### config.mk
export PLATFORM = sky130hd
export DESIGN_NAME = conv_layer_top
export DESIGN_NICKNAME = d
export VERILOG_FILES = /design/src/hw/cnn_cfg_pkg.sv /design/src/hw/cnn_ctrl_pkg.sv /design/src/hw/conv_engine.sv /design/src/hw/conv_layer_top.sv /design/src/hw/fm_port_arbiter.sv /design/src/hw/fm_ram.sv /design/src/hw/layer_loader.sv /design/src/hw/weight_ram.sv
export SDC_FILE = /design/constraint.sdc
export NUM_CORES = 1
export LEC_CHECK = 0
export ABC_AREA = 1
export BUFFER_PORTS_ARGS = -buffer_cell sky130_fd_sc_hd__buf_2
export CORE_ASPECT_RATIO = 1.1
export CORE_MARGIN = 3
export CORE_UTILIZATION = 45
export CTS_BUF_LIST = sky130_fd_sc_hd__clkbuf_2
export CTS_CLUSTER_SIZE = 28
export DETAILED_ROUTE_END_ITERATION = 12
export GPL_TIMING_DRIVEN = 0
export MAX_ROUTING_LAYER = met4
export PLACE_DENSITY = 0.68
export SYNTH_ARGS = -nofsm -noshare
export SYNTH_HDL_FRONTEND = slang
export SYNTH_HIERARCHICAL = 1
export SYNTH_SLANG_ARGS = --single-unit
### constraint.sdc
create_clock -name clk -period 7.2 [get_ports clk]
set_input_delay 1.44 -clock clk [delete_from_list [all_inputs] [get_ports clk]]
set_output_delay 1.44 -clock clk [all_outputs]
set_load 0.05 [all_outputs]
### src/hw/cnn_cfg_pkg.sv
package cnn_cfg_pkg;

	parameter int DEF_DATA_W = 8; // signed fixed-point word
	parameter int DEF_FM_SIZE_MAX = 8; // largest map side, also the row stride
	parameter int DEF_KERNEL_SIZE = 3;

	localparam int size_w = 4; // fm_size field

	// map memory holds fm_size_max squared words
	function automatic int fm_addr_w(input int fm_size_max);
		return $clog2(fm_size_max * fm_size_max);
	endfunction

	function automatic int w_addr_w(input int kernel_size);
		return $clog2(kernel_size * kernel_size);
	endfunction

	// full product plus headroom for the window sum
	function automatic int acc_w(input int data_w);
		return 2 * data_w + 4;
	endfunction

endpackage

### src/hw/cnn_ctrl_pkg.sv
package cnn_ctrl_pkg;

	// host operation select
	typedef enum logic [1:0] {
		op_idle = 2'd0,
		op_load = 2'd1,
		op_conv = 2'd2
	} layer_op_e;

	typedef enum logic [1:0] {
		st_idle = 2'd0, // waiting for op_conv and both memories ready
		st_read = 2'd1, // walking the window, one granted read per tap
		st_emit = 2'd2, // last product lands, step the window origin
		st_done = 2'd3  // layer finished, hold until op_conv is dropped
	} conv_state_e;

	// owner of the feature-map memory port
	typedef enum logic {
		gnt_loader = 1'b0,
		gnt_engine = 1'b1
	} grant_e;

endpackage

### src/hw/conv_engine.sv
`timescale 1ns/1ns

module conv_engine #(
	parameter int DATA_W = cnn_cfg_pkg::DEF_DATA_W,
	parameter int FM_SIZE_MAX = cnn_cfg_pkg::DEF_FM_SIZE_MAX,
	parameter int KERNEL_SIZE = cnn_cfg_pkg::DEF_KERNEL_SIZE
) (
	input logic clk,
	input logic rst,
	input cnn_ctrl_pkg::layer_op_e layer_op_i,
	input logic [cnn_cfg_pkg::size_w-1:0] fm_size_i,
	input logic fm_ready_i,
	input logic weight_ready_i,
	output logic eng_req_o,
	output logic [cnn_cfg_pkg::fm_addr_w(FM_SIZE_MAX)-1:0] eng_addr_o,
	input logic eng_gnt_i,
	input logic [DATA_W-1:0] fm_rdata_i,
	output logic [cnn_cfg_pkg::w_addr_w(KERNEL_SIZE)-1:0] w_raddr_o,
	input logic [DATA_W-1:0] w_rdata_i,
	output logic result_valid_o,
	output logic signed [cnn_cfg_pkg::acc_w(DATA_W)-1:0] result_o,
	output logic layer_done_o
);

	import cnn_cfg_pkg::*;
	import cnn_ctrl_pkg::*;

	localparam int FM_AW = fm_addr_w(FM_SIZE_MAX);
	localparam int W_AW = w_addr_w(KERNEL_SIZE);
	localparam int ACC_W = acc_w(DATA_W);
	localparam int PROD_W = 2 * DATA_W;
	localparam logic [size_w-1:0] K_LAST = size_w'(KERNEL_SIZE - 1);

	conv_state_e state;

	logic [size_w-1:0] org_r, org_c; // window origin
	logic [size_w-1:0] kr, kc; // tap inside the window
	logic [size_w-1:0] org_last;
	logic [size_w-1:0] row, col;
	logic start;
	logic rd_vld; // data of last cycle's granted read sits on the ram outputs
	logic signed [PROD_W-1:0] prod;
	logic signed [ACC_W-1:0] acc;

	assign org_last = fm_size_i - size_w'(KERNEL_SIZE); // last valid origin
	assign start = (layer_op_i == op_conv) && fm_ready_i && weight_ready_i;

	// row stride is fixed at FM_SIZE_MAX whatever fm_size is
	assign row = org_r + kr;
	assign col = org_c + kc;
	assign eng_addr_o = FM_AW'(row * FM_SIZE_MAX + col);
	assign w_raddr_o = W_AW'(kr * KERNEL_SIZE + kc);
	assign eng_req_o = (state == st_read);

	always_ff @(posedge clk or negedge rst) begin
		if (!rst) begin
			state <= st_idle;
			org_r <= '0;
			org_c <= '0;
			kr <= '0;
			kc <= '0;
			rd_vld <= 1'b0;
			result_valid_o <= 1'b0;
			layer_done_o <= 1'b0;
		end else begin
			rd_vld <= eng_req_o && eng_gnt_i;
			result_valid_o <= (state == st_emit); // acc is complete one cycle after emit
			layer_done_o <= (state == st_done) && result_valid_o; // right after the last result

			case (state)
				st_idle: begin
					if (start) state <= st_read;
				end
				st_read: begin
					// no grant means hold everything
					if (eng_gnt_i) begin
						if (kc == K_LAST) begin
							kc <= '0;
							if (kr == K_LAST) begin
								kr <= '0;
								state <= st_emit;
							end else begin
								kr <= kr + 1'b1;
							end
						end else begin
							kc <= kc + 1'b1;
						end
					end
				end
				st_emit: begin
					// raster step of the origin
					if (org_c == org_last) begin
						org_c <= '0;
						if (org_r == org_last) begin
							org_r <= '0;
							state <= st_done;
						end else begin
							org_r <= org_r + 1'b1;
							state <= st_read;
						end
					end else begin
						org_c <= org_c + 1'b1;
						state <= st_read;
					end
				end
				st_done: begin
					if (layer_op_i != op_conv) state <= st_idle; // needs a fresh op_conv
				end
			endcase
		end
	end

	assign prod = $signed(fm_rdata_i) * $signed(w_rdata_i);

	always_ff @(posedge clk) begin
		if (state == st_idle || result_valid_o) begin
			acc <= '0; // result shown this cycle so the next window starts clean
		end else if (rd_vld) begin
			acc <= acc + {{(ACC_W - PROD_W){prod[PROD_W-1]}}, prod};
		end
	end

	assign result_o = acc;

	a_valid_done_excl: assert property (@(posedge clk) disable iff (!rst)
		!(result_valid_o && layer_done_o));

endmodule

### src/hw/conv_layer_top.sv
`timescale 1ns/1ns

module conv_layer_top #(
	parameter int DATA_W = cnn_cfg_pkg::DEF_DATA_W,
	parameter int FM_SIZE_MAX = cnn_cfg_pkg::DEF_FM_SIZE_MAX,
	parameter int KERNEL_SIZE = cnn_cfg_pkg::DEF_KERNEL_SIZE
) (
	input logic clk,
	input logic rst,
	input cnn_ctrl_pkg::layer_op_e layer_op_i,
	input logic [cnn_cfg_pkg::size_w-1:0] fm_size_i,
	input logic fm_wr_en_i,
	input logic [cnn_cfg_pkg::fm_addr_w(FM_SIZE_MAX)-1:0] fm_wr_addr_i,
	input logic [DATA_W-1:0] fm_wr_data_i,
	input logic w_wr_en_i,
	input logic [cnn_cfg_pkg::w_addr_w(KERNEL_SIZE)-1:0] w_wr_addr_i,
	input logic [DATA_W-1:0] w_wr_data_i,
	input logic fm_load_done_i,
	input logic w_load_done_i,
	output logic fm_ready_o,
	output logic weight_ready_o,
	output logic result_valid_o,
	output logic signed [cnn_cfg_pkg::acc_w(DATA_W)-1:0] result_o,
	output logic layer_done_o
);

	import cnn_cfg_pkg::*;

	localparam int FM_AW = fm_addr_w(FM_SIZE_MAX);
	localparam int W_AW = w_addr_w(KERNEL_SIZE);

	logic ld_req, eng_req, eng_gnt;
	logic [FM_AW-1:0] ld_addr, eng_addr, mem_addr;
	logic [DATA_W-1:0] ld_data, mem_wdata, fm_rdata;
	logic mem_we;
	logic w_we;
	logic [W_AW-1:0] w_waddr, w_raddr;
	logic [DATA_W-1:0] w_wdata, w_rdata;

	layer_loader #(.DATA_W(DATA_W), .FM_SIZE_MAX(FM_SIZE_MAX), .KERNEL_SIZE(KERNEL_SIZE)) u_loader (
		.clk(clk), .rst(rst), .layer_op_i(layer_op_i),
		.fm_wr_en_i(fm_wr_en_i), .fm_wr_addr_i(fm_wr_addr_i), .fm_wr_data_i(fm_wr_data_i),
		.w_wr_en_i(w_wr_en_i), .w_wr_addr_i(w_wr_addr_i), .w_wr_data_i(w_wr_data_i),
		.fm_load_done_i(fm_load_done_i), .w_load_done_i(w_load_done_i),
		.ld_req_o(ld_req), .ld_addr_o(ld_addr), .ld_data_o(ld_data),
		.w_we_o(w_we), .w_waddr_o(w_waddr), .w_wdata_o(w_wdata),
		.fm_ready_o(fm_ready_o), .weight_ready_o(weight_ready_o)
	);

	conv_engine #(.DATA_W(DATA_W), .FM_SIZE_MAX(FM_SIZE_MAX), .KERNEL_SIZE(KERNEL_SIZE)) u_engine (
		.clk(clk), .rst(rst), .layer_op_i(layer_op_i), .fm_size_i(fm_size_i),
		.fm_ready_i(fm_ready_o), .weight_ready_i(weight_ready_o),
		.eng_req_o(eng_req), .eng_addr_o(eng_addr), .eng_gnt_i(eng_gnt), .fm_rdata_i(fm_rdata),
		.w_raddr_o(w_raddr), .w_rdata_i(w_rdata),
		.result_valid_o(result_valid_o), .result_o(result_o), .layer_done_o(layer_done_o)
	);

	// loader and engine share the one map port
	fm_port_arbiter #(.DATA_W(DATA_W), .FM_SIZE_MAX(FM_SIZE_MAX)) u_arb (
		.clk(clk), .ld_req_i(ld_req), .ld_addr_i(ld_addr), .ld_data_i(ld_data),
		.eng_req_i(eng_req), .eng_addr_i(eng_addr), .eng_gnt_o(eng_gnt),
		.mem_we_o(mem_we), .mem_addr_o(mem_addr), .mem_wdata_o(mem_wdata)
	);

	fm_ram #(.DATA_W(DATA_W), .FM_SIZE_MAX(FM_SIZE_MAX)) u_fm_ram (
		.clk(clk), .we_i(mem_we), .addr_i(mem_addr), .wdata_i(mem_wdata), .rdata_o(fm_rdata)
	);

	weight_ram #(.DATA_W(DATA_W), .KERNEL_SIZE(KERNEL_SIZE)) u_weight_ram (
		.clk(clk), .we_i(w_we), .waddr_i(w_waddr), .wdata_i(w_wdata),
		.raddr_i(w_raddr), .rdata_o(w_rdata)
	);

endmodule

### src/hw/fm_port_arbiter.sv
`timescale 1ns/1ns

module fm_port_arbiter #(
	parameter int DATA_W = cnn_cfg_pkg::DEF_DATA_W,
	parameter int FM_SIZE_MAX = cnn_cfg_pkg::DEF_FM_SIZE_MAX
) (
	input logic clk, // sampling only
	input logic ld_req_i,
	input logic [cnn_cfg_pkg::fm_addr_w(FM_SIZE_MAX)-1:0] ld_addr_i,
	input logic [DATA_W-1:0] ld_data_i,
	input logic eng_req_i,
	input logic [cnn_cfg_pkg::fm_addr_w(FM_SIZE_MAX)-1:0] eng_addr_i,
	output logic eng_gnt_o,
	output logic mem_we_o,
	output logic [cnn_cfg_pkg::fm_addr_w(FM_SIZE_MAX)-1:0] mem_addr_o,
	output logic [DATA_W-1:0] mem_wdata_o
);

	import cnn_ctrl_pkg::*;

	grant_e owner;

	// loader always first, engine gets whatever is left
	always_comb begin
		owner = ld_req_i ? gnt_loader : gnt_engine;
	end

	assign eng_gnt_o = (owner == gnt_engine) && eng_req_i;
	assign mem_we_o = (owner == gnt_loader) && ld_req_i;

	always_comb begin
		if (owner == gnt_loader) begin
			mem_addr_o = ld_addr_i;
		end else begin
			mem_addr_o = eng_addr_i; // idle cycles just read at the engine address
		end
	end

	assign mem_wdata_o = ld_data_i; // only looked at on a write

	a_no_eng_write: assert property (@(posedge clk) !(mem_we_o && owner == gnt_engine));
	a_ld_first: assert property (@(posedge clk) !(eng_gnt_o && ld_req_i));

endmodule

### src/hw/fm_ram.sv
`timescale 1ns/1ns

module fm_ram #(
	parameter int DATA_W = cnn_cfg_pkg::DEF_DATA_W,
	parameter int FM_SIZE_MAX = cnn_cfg_pkg::DEF_FM_SIZE_MAX
) (
	input logic clk,
	input logic we_i,
	input logic [cnn_cfg_pkg::fm_addr_w(FM_SIZE_MAX)-1:0] addr_i,
	input logic [DATA_W-1:0] wdata_i,
	output logic [DATA_W-1:0] rdata_o
);

	localparam int DEPTH = FM_SIZE_MAX * FM_SIZE_MAX;

	// word at row * FM_SIZE_MAX + column
	logic [DATA_W-1:0] mem [DEPTH];

	// single port, a write blocks the read for that cycle
	always_ff @(posedge clk) begin
		if (we_i) begin
			mem[addr_i] <= wdata_i;
		end else begin
			rdata_o <= mem[addr_i]; // data one cycle after the address
		end
	end

endmodule

### src/hw/layer_loader.sv
`timescale 1ns/1ns

module layer_loader #(
	parameter int DATA_W = cnn_cfg_pkg::DEF_DATA_W,
	parameter int FM_SIZE_MAX = cnn_cfg_pkg::DEF_FM_SIZE_MAX,
	parameter int KERNEL_SIZE = cnn_cfg_pkg::DEF_KERNEL_SIZE
) (
	input logic clk,
	input logic rst,
	input cnn_ctrl_pkg::layer_op_e layer_op_i,
	input logic fm_wr_en_i,
	input logic [cnn_cfg_pkg::fm_addr_w(FM_SIZE_MAX)-1:0] fm_wr_addr_i,
	input logic [DATA_W-1:0] fm_wr_data_i,
	input logic w_wr_en_i,
	input logic [cnn_cfg_pkg::w_addr_w(KERNEL_SIZE)-1:0] w_wr_addr_i,
	input logic [DATA_W-1:0] w_wr_data_i,
	input logic fm_load_done_i,
	input logic w_load_done_i,
	output logic ld_req_o,
	output logic [cnn_cfg_pkg::fm_addr_w(FM_SIZE_MAX)-1:0] ld_addr_o,
	output logic [DATA_W-1:0] ld_data_o,
	output logic w_we_o,
	output logic [cnn_cfg_pkg::w_addr_w(KERNEL_SIZE)-1:0] w_waddr_o,
	output logic [DATA_W-1:0] w_wdata_o,
	output logic fm_ready_o,
	output logic weight_ready_o
);

	import cnn_ctrl_pkg::*;

	logic loading;

	assign loading = (layer_op_i == op_load); // host writes outside a load are dropped

	assign ld_req_o = loading && fm_wr_en_i;
	assign ld_addr_o = fm_wr_addr_i;
	assign ld_data_o = fm_wr_data_i;

	assign w_we_o = loading && w_wr_en_i;
	assign w_waddr_o = w_wr_addr_i;
	assign w_wdata_o = w_wr_data_i;

	// done pulse wins over a write in the same cycle
	always_ff @(posedge clk or negedge rst) begin
		if (!rst) begin
			fm_ready_o <= 1'b0;
			weight_ready_o <= 1'b0;
		end else begin
			if (fm_load_done_i) fm_ready_o <= 1'b1;
			else if (ld_req_o) fm_ready_o <= 1'b0; // map being rewritten

			if (w_load_done_i) weight_ready_o <= 1'b1;
			else if (w_we_o) weight_ready_o <= 1'b0;
		end
	end

endmodule

### src/hw/weight_ram.sv
`timescale 1ns/1ns

module weight_ram #(
	parameter int DATA_W = cnn_cfg_pkg::DEF_DATA_W,
	parameter int KERNEL_SIZE = cnn_cfg_pkg::DEF_KERNEL_SIZE
) (
	input logic clk,
	input logic we_i,
	input logic [cnn_cfg_pkg::w_addr_w(KERNEL_SIZE)-1:0] waddr_i,
	input logic [DATA_W-1:0] wdata_i,
	input logic [cnn_cfg_pkg::w_addr_w(KERNEL_SIZE)-1:0] raddr_i,
	output logic [DATA_W-1:0] rdata_o
);

	localparam int TAPS = KERNEL_SIZE * KERNEL_SIZE;

	logic [DATA_W-1:0] regs [TAPS]; // row * KERNEL_SIZE + column

	always_ff @(posedge clk) begin
		if (we_i) regs[waddr_i] <= wdata_i;
		rdata_o <= regs[raddr_i]; // lines up with the map word from fm_ram
	end

	// host addressing has to stay inside the kernel
	a_waddr_range: assert property (@(posedge clk) we_i |-> (int'(waddr_i) < TAPS));

endmodule

After elaboration in Yosys (flattened, before gate mapping). Memory sizes are Yosys's and may differ from the RTL's. A register that Yosys moved wholly into a read port is not among the register bits. Cells that the tools add are included. Widths: inputs -> output; s select.

Bits in latches: 0. ROM bits: 0. RAM bits: 584. Memories kept: 2. Output and inout port bits: 24. Bits in registers: 43. Input bits: 38.

Memories: u_fm_ram.mem (words 64, width 8, rd ports 1, clocked after memory_dff 1, wr ports 1, RTL line fm_ram.sv:17) `logic [DATA_W-1:0] mem [DEPTH];`; u_weight_ram.regs (words 9, width 8, rd ports 1, clocked after memory_dff 1, wr ports 1, RTL line weight_ram.sv:17) `logic [DATA_W-1:0] regs [TAPS];`.

Equality and inequality tests: 15. Add/sub/neg operators: 10. Divide/modulo/power cells: 0. Reductions and logical operators: 16. Bitwise logic cells: 0. $lt $le $gt $ge: 0. Multiply operators: 2. Multiplexer cells: 22. Shift-type cells: 0.

Operators with widths (number): $add 20x20->20 (1); $add 4x1->4 const B (4); $mul 8x8->16 (1); $mux 4 (4); $mux 2 (7); $ne 2x2->1 const B (5); $mux 1 (9); $add 4x4->4 (2); $eq 4x2->1 const B (2); $eq 4x4->1 (2); $pmux 2 s4 (1); $logic_and 1x1->1 (7); $add 6x4->6 (1); $eq 2x2->1 const B (3); $mux 6 (1); $reduce_and 5->1 (1); $eq 2x1->1 const B (2); $mul 4x2->4 const B (1); $reduce_and 2->1 (2); $reduce_bool 2->1 (2); $sub 4x2->4 const B (1); $add 3x3->3 (1); $reduce_and 3->1 (1); $logic_not 2->1 (1); other kinds (3) (3).

Longest topological paths before layout.
Depth in word-level cells: 6. Depth in mapped cells: 33. Mapped depth without buffers: 32.

By module. The synthesis kept the hierarchy.

By module, submodules not included: fm_ram (instances 1, area an instance 22106.2 sq um, seq. area each 15615.0 sq um, cells each 2172); conv_engine (instances 1, area an instance 6152.2 sq um, seq. area each 925.9 sq um, cells each 865); weight_ram (instances 1, area an instance 3301.9 sq um, seq. area each 2322.2 sq um, cells each 308); layer_loader (instances 1, area an instance 289.0 sq um, seq. area each 50.0 sq um, cells each 39); fm_port_arbiter (instances 1, area an instance 151.4 sq um, seq. area each 0.0 sq um, cells each 31).

Least setup slack after synthesis. Ideal clock, no wire load.

Kind: flip-flop to flip-flop. Start: register u_fm_ram.rdata_o[0], read port of u_fm_ram.mem. End: register u_engine.acc[19] (netlist: u_engine/result_o[19]). Period minus slack after synthesis: 5354 ps. Cell stages (with the launch flop): 31. Slack: 1846 ps. Data arrival time: 5244 ps. Path buffers: 1. Data required time: 7090 ps. Cells stage by stage: edfxtp_1 clkbuf_1 or2_2 fa_1 fa_1 inv_1 fa_1 inv_1 fa_1 inv_1 ha_1 a21oi_1 nand2_1 nand4_1 o211ai_1 nand2_1 nand2_1 a21oi_1 xnor2_1 ha_1 nand2_1 inv_2 nand2_1 nor3_2 nand3_1 nand3_1 nand3_1 nand3_1 nand2_1 inv_1 nor2_1.

Cells in the longest elaborated chain, start to end: 2.

Ends and longest elaborated chain: start, declared (RTL line fm_ram.sv:11) `output logic [DATA_W-1:0] rdata_o`; $mul 8x8->16 (RTL line conv_engine.sv:113) `assign prod = $signed(fm_rdata_i) * $signed(w_rdata_i);`; $add 20x20->20 (RTL line conv_engine.sv:119) `acc <= acc + {{(ACC_W - PROD_W){prod[PROD_W-1]}}, prod};`; end signal, assigned (RTL line conv_engine.sv:119); end, declared (RTL line conv_engine.sv:43) `logic signed [ACC_W-1:0] acc;`.

No other way between the ends. A chain may end at the register's enable or synchronous reset.

Worst setup path in the final report.
Start: register u_weight_ram.rdata_o[2], read port of u_weight_ram.regs. End: register u_engine.acc[17] (netlist: u_engine/result_o[17]).

Cells in the longest elaborated chain, start to end: 2.

Ends and longest elaborated chain: start, declared (RTL line weight_ram.sv:12) `output logic [DATA_W-1:0] rdata_o`; $mul 8x8->16 (RTL line conv_engine.sv:113); $add 20x20->20 (RTL line conv_engine.sv:119).

No other way between the ends.

==> flow_metrics.tcl <==
set metrics [dict create \
    yosysSeqAreaShare_pct 59.10 \
    finalClockSkew_ps 114.6 \
    worst_pin_slew_ps 1381 \
    gp_routability_congestion 0.9324 \
    num_rows 101 \
    coreArea_mm2 0.06976 \
    min_period_ps 6115 \
    start_util_pct 45.87 \
    finalCoreUtilization_pct 49.90 \
    grt_pass1_wl_um 125700 \
    io_buffers 35 \
    drc_errors 0 \
    wl_per_cell_um 17.83 \
    via_per_inst 5.050 \
    cts_sinks 643 \
    cts_max_path_buffers 3 \
    area_growth_syn_to_layout_pct 8.766 \
    multi_input_area_mm2 0.01090 \
    num-fill-cells 6518 \
    tns_ps 0 \
    ios 62 \
    numCtsBuffers 164 \
    htree_levels 4 \
    cp-start-kind "flop" \
    hpwl_um 55520 \
    setup_viol_count_final 0 \
    antenna_found_initial 1 \
    regArea_mm2 0.01891 \
    grt_usage_pct 23.11 \
    clkTransAtPathRegs_ps 120 \
    setup_slack_ps 1085 \
    worstHoldPathType "in -> reg" \
    synth_seq_cells 643 \
    status "completed" \
    syn_area_per_cell_um2 9.371 \
    antenna_left 0 \
    syn_area_mm2 0.03200 \
    fin_nets 3781 \
    drtIter0Drc 2071 \
    max-slew-margin-rel_pct 7.253 \
    die_w_um 260.3 \
    required_ps 8400 \
    grt_pass1_vias 22640 \
    finalCritPeriodShare_pct 84.93 \
    num_vias 23560 \
    grt_setup_unrepaired "false" \
    end_kind "flop" \
    hold_violations 0 \
    cts_tree "done" \
    place_ws_ps 1156 \
    cap_violations 0 \
    report.final.slew_viol_count 0 \
    die_y_um 285.7 \
    synth_cell_types 43 \
    grt_max_degree 65 \
    ys_warn_count 6 \
    clock.fmax_mhz 163.5 \
    crit_type "reg -> reg" \
    post-cts-setup-buffers 0 \
    dieArea_mm2 0.07435 \
    firstDrtPassIters 6 \
    arrival_ps 7320 \
    synth_cells 3415 \
    overflow 0 \
    synth_nets 3579 \
    cts_root_buffer "clkbuf_2" \
    routed_wirelength_um 83200 \
    drive_gt1_share_pct 12.26 \
    worstPathMaxFanout 8 \
    insertion_delay_ps 1350 \
]
kinds of logic (layout without fill, tap and decap cells):
group / count (synthesis) / count (layout) / synth area share, %
flip-flops: 643 / 643 / 59.10
AND/OR/NAND/NOR: 2014 / 2014 / 24.61
adder cells (fa/ha/maj): 126 / 126 / 6.358
AO/OA/AOI/OAI: 101 / 101 / 1.826
XOR/XNOR: 44 / 44 / 1.228
buffers and inverters: 487 / 807 / 6.878
other: 0 / 3 / 0
cell type report:
cell class	count	share of cell area, %
Buffer	170	2.883
Clock buffer	234	3.365
Tap cell	927	3.332
Timing Repair Buffer	36	0.5320
Sequential cell	643	54.34
Inverter	317	3.440
Multi-Input combinational cell	2285	31.31
Antenna cell	3	0.02157
Clock inverter	50	0.7801
metrics by stage:
stage	cell area, um^2	instances	hold WS (ps)
after global placement	33340	4377	424.4
after floorplan	32000	3415	415.5
final	34810	4665	324.0
after CTS	34800	4662	158.2
after global routing	34800	4663	226.2
after detailed placement	33350	4377	431.5
cell usage in the layout, fill, tap and decap left out, drive strengths merged, types with 34 or more instances in the layout:
cell    synthesis  layout
clkbuf         33     267
ha             65      65
inv           315     321
o21ai          34      34
buf           137     172
nand3         106     106
edfxtp        592     592
nand2        1686    1686
fa             61      61
clkinv          2      42
nor2          178     178
a21oi          40      40
timing repair:
action | CTS | global route
gates resized for setup | 0 | 0
hold buffers | 1 | 0
hold endpoints to repair | 13 | 0
layer usage:
layer,routed length (um),GRT usage [%],up-vias
met2,40570,38.17,1031
met3,7451,5.666,238
met5,0,-,-
li1,-,-,11310
met4,3223,9.967,0
met1,31950,26.87,10980
path summary, 6_finish.rpt:
path / startpoint / end / slack, ps / cells past startpoint
setup / recovery: u_weight_ram/rdata_o[2] / u_engine/result_o[17] / 1080 / 27
hold / removal: w_wr_data_i[6] / u_weight_ram/regs[8][6] / 320 / 1
setup reg to reg: u_weight_ram/rdata_o[2] / u_engine/result_o[17] / 1080 / 27
hold reg to reg: u_weight_ram/regs[8][3] / u_weight_ram/rdata_o[3] / 430 / 2
max in group asynchronous: rst / u_engine/kc[2] / 6140 / 2
min in group asynchronous: rst / u_engine/kr[2] / 610 / 2
critical path, cell delays in order (launching register included):
cell and delay (ps):
dfxtp_1 330, clkbuf_1 230, nand2_1 180, inv_1 100, fa_1 640, inv_1 190, fa_1 550, inv_1 50
fa_1 530, inv_1 50, fa_1 520, inv_1 40, ha_1 340, nand2_1 100, nor2_1 150, nand3_1 100
nand3_1 120, nand3_1 120, nand2_1 110, inv_1 110, ha_1 370, nand2_1 160, nor3_1 350, nand4_1 150
nand3_1 140, xor2_1 70, o21ai_0 130, inv_1 50
state kept, by name, indices dropped and copies added (netlist names):
signal / flops
u_engine/layer_done_o: 1
u_fm_ram/rdata_o: 8
u_weight_ram/rdata_o: 8
u_engine/kr: 4
u_engine/result_valid_o: 1
u_engine/kc: 4
u_engine/org_r: 4
u_loader/weight_ready_o: 1
u_engine/state: 2
u_loader/fm_ready_o: 1
u_engine/result_o: 20
u_engine/rd_vld: 1
u_engine/org_c: 4
u_fm_ram/mem: 512
u_weight_ram/regs: 72
cell usage after synthesis:
cell,count,area [um^2]
or2_1,2,12.51
a31oi_1,2,12.51
fa_1,61,1221
nor2_4,2,22.52
xor2_1,18,157.7
and2_4,1,8.760
nand2_2,3,18.77
nand3_1,106,530.5
nand4_1,9,56.30
nor2_1,173,649.4
nand3b_1,1,7.510
dfrtp_1,23,575.6
inv_4,3,18.77
a21oi_2,3,26.28
or2_2,7,43.79
a211oi_1,1,7.510
a21oi_1,37,185.2
buf_1,11,41.29
xnor2_1,25,219.0
inv_2,3,11.26
ha_1,65,813.3
nor3_2,13,130.1
o21ai_0,28,140.1
clkinv_1,2,7.510
dfxtp_1,28,560.5
nand2_1,1683,6317
o21ai_1,6,30.03
a21o_1,8,60.06
a31o_1,1,8.760
edfxtp_1,592,17780
nor4b_1,1,8.760
buf_6,10,112.6
buf_2,58,290.3
inv_1,309,1160
nor2_2,3,18.77
clkbuf_1,33,123.9
buf_4,58,435.4
o21bai_1,3,22.52
o211a_1,1,10.01
xor2_2,1,16.27
o211ai_1,10,75.07
o22ai_1,1,6.260
nor3_1,10,50.05
Power is not shown: default switching activity piles up to over one toggle a cycle in this logic, so the estimate is an artifact.
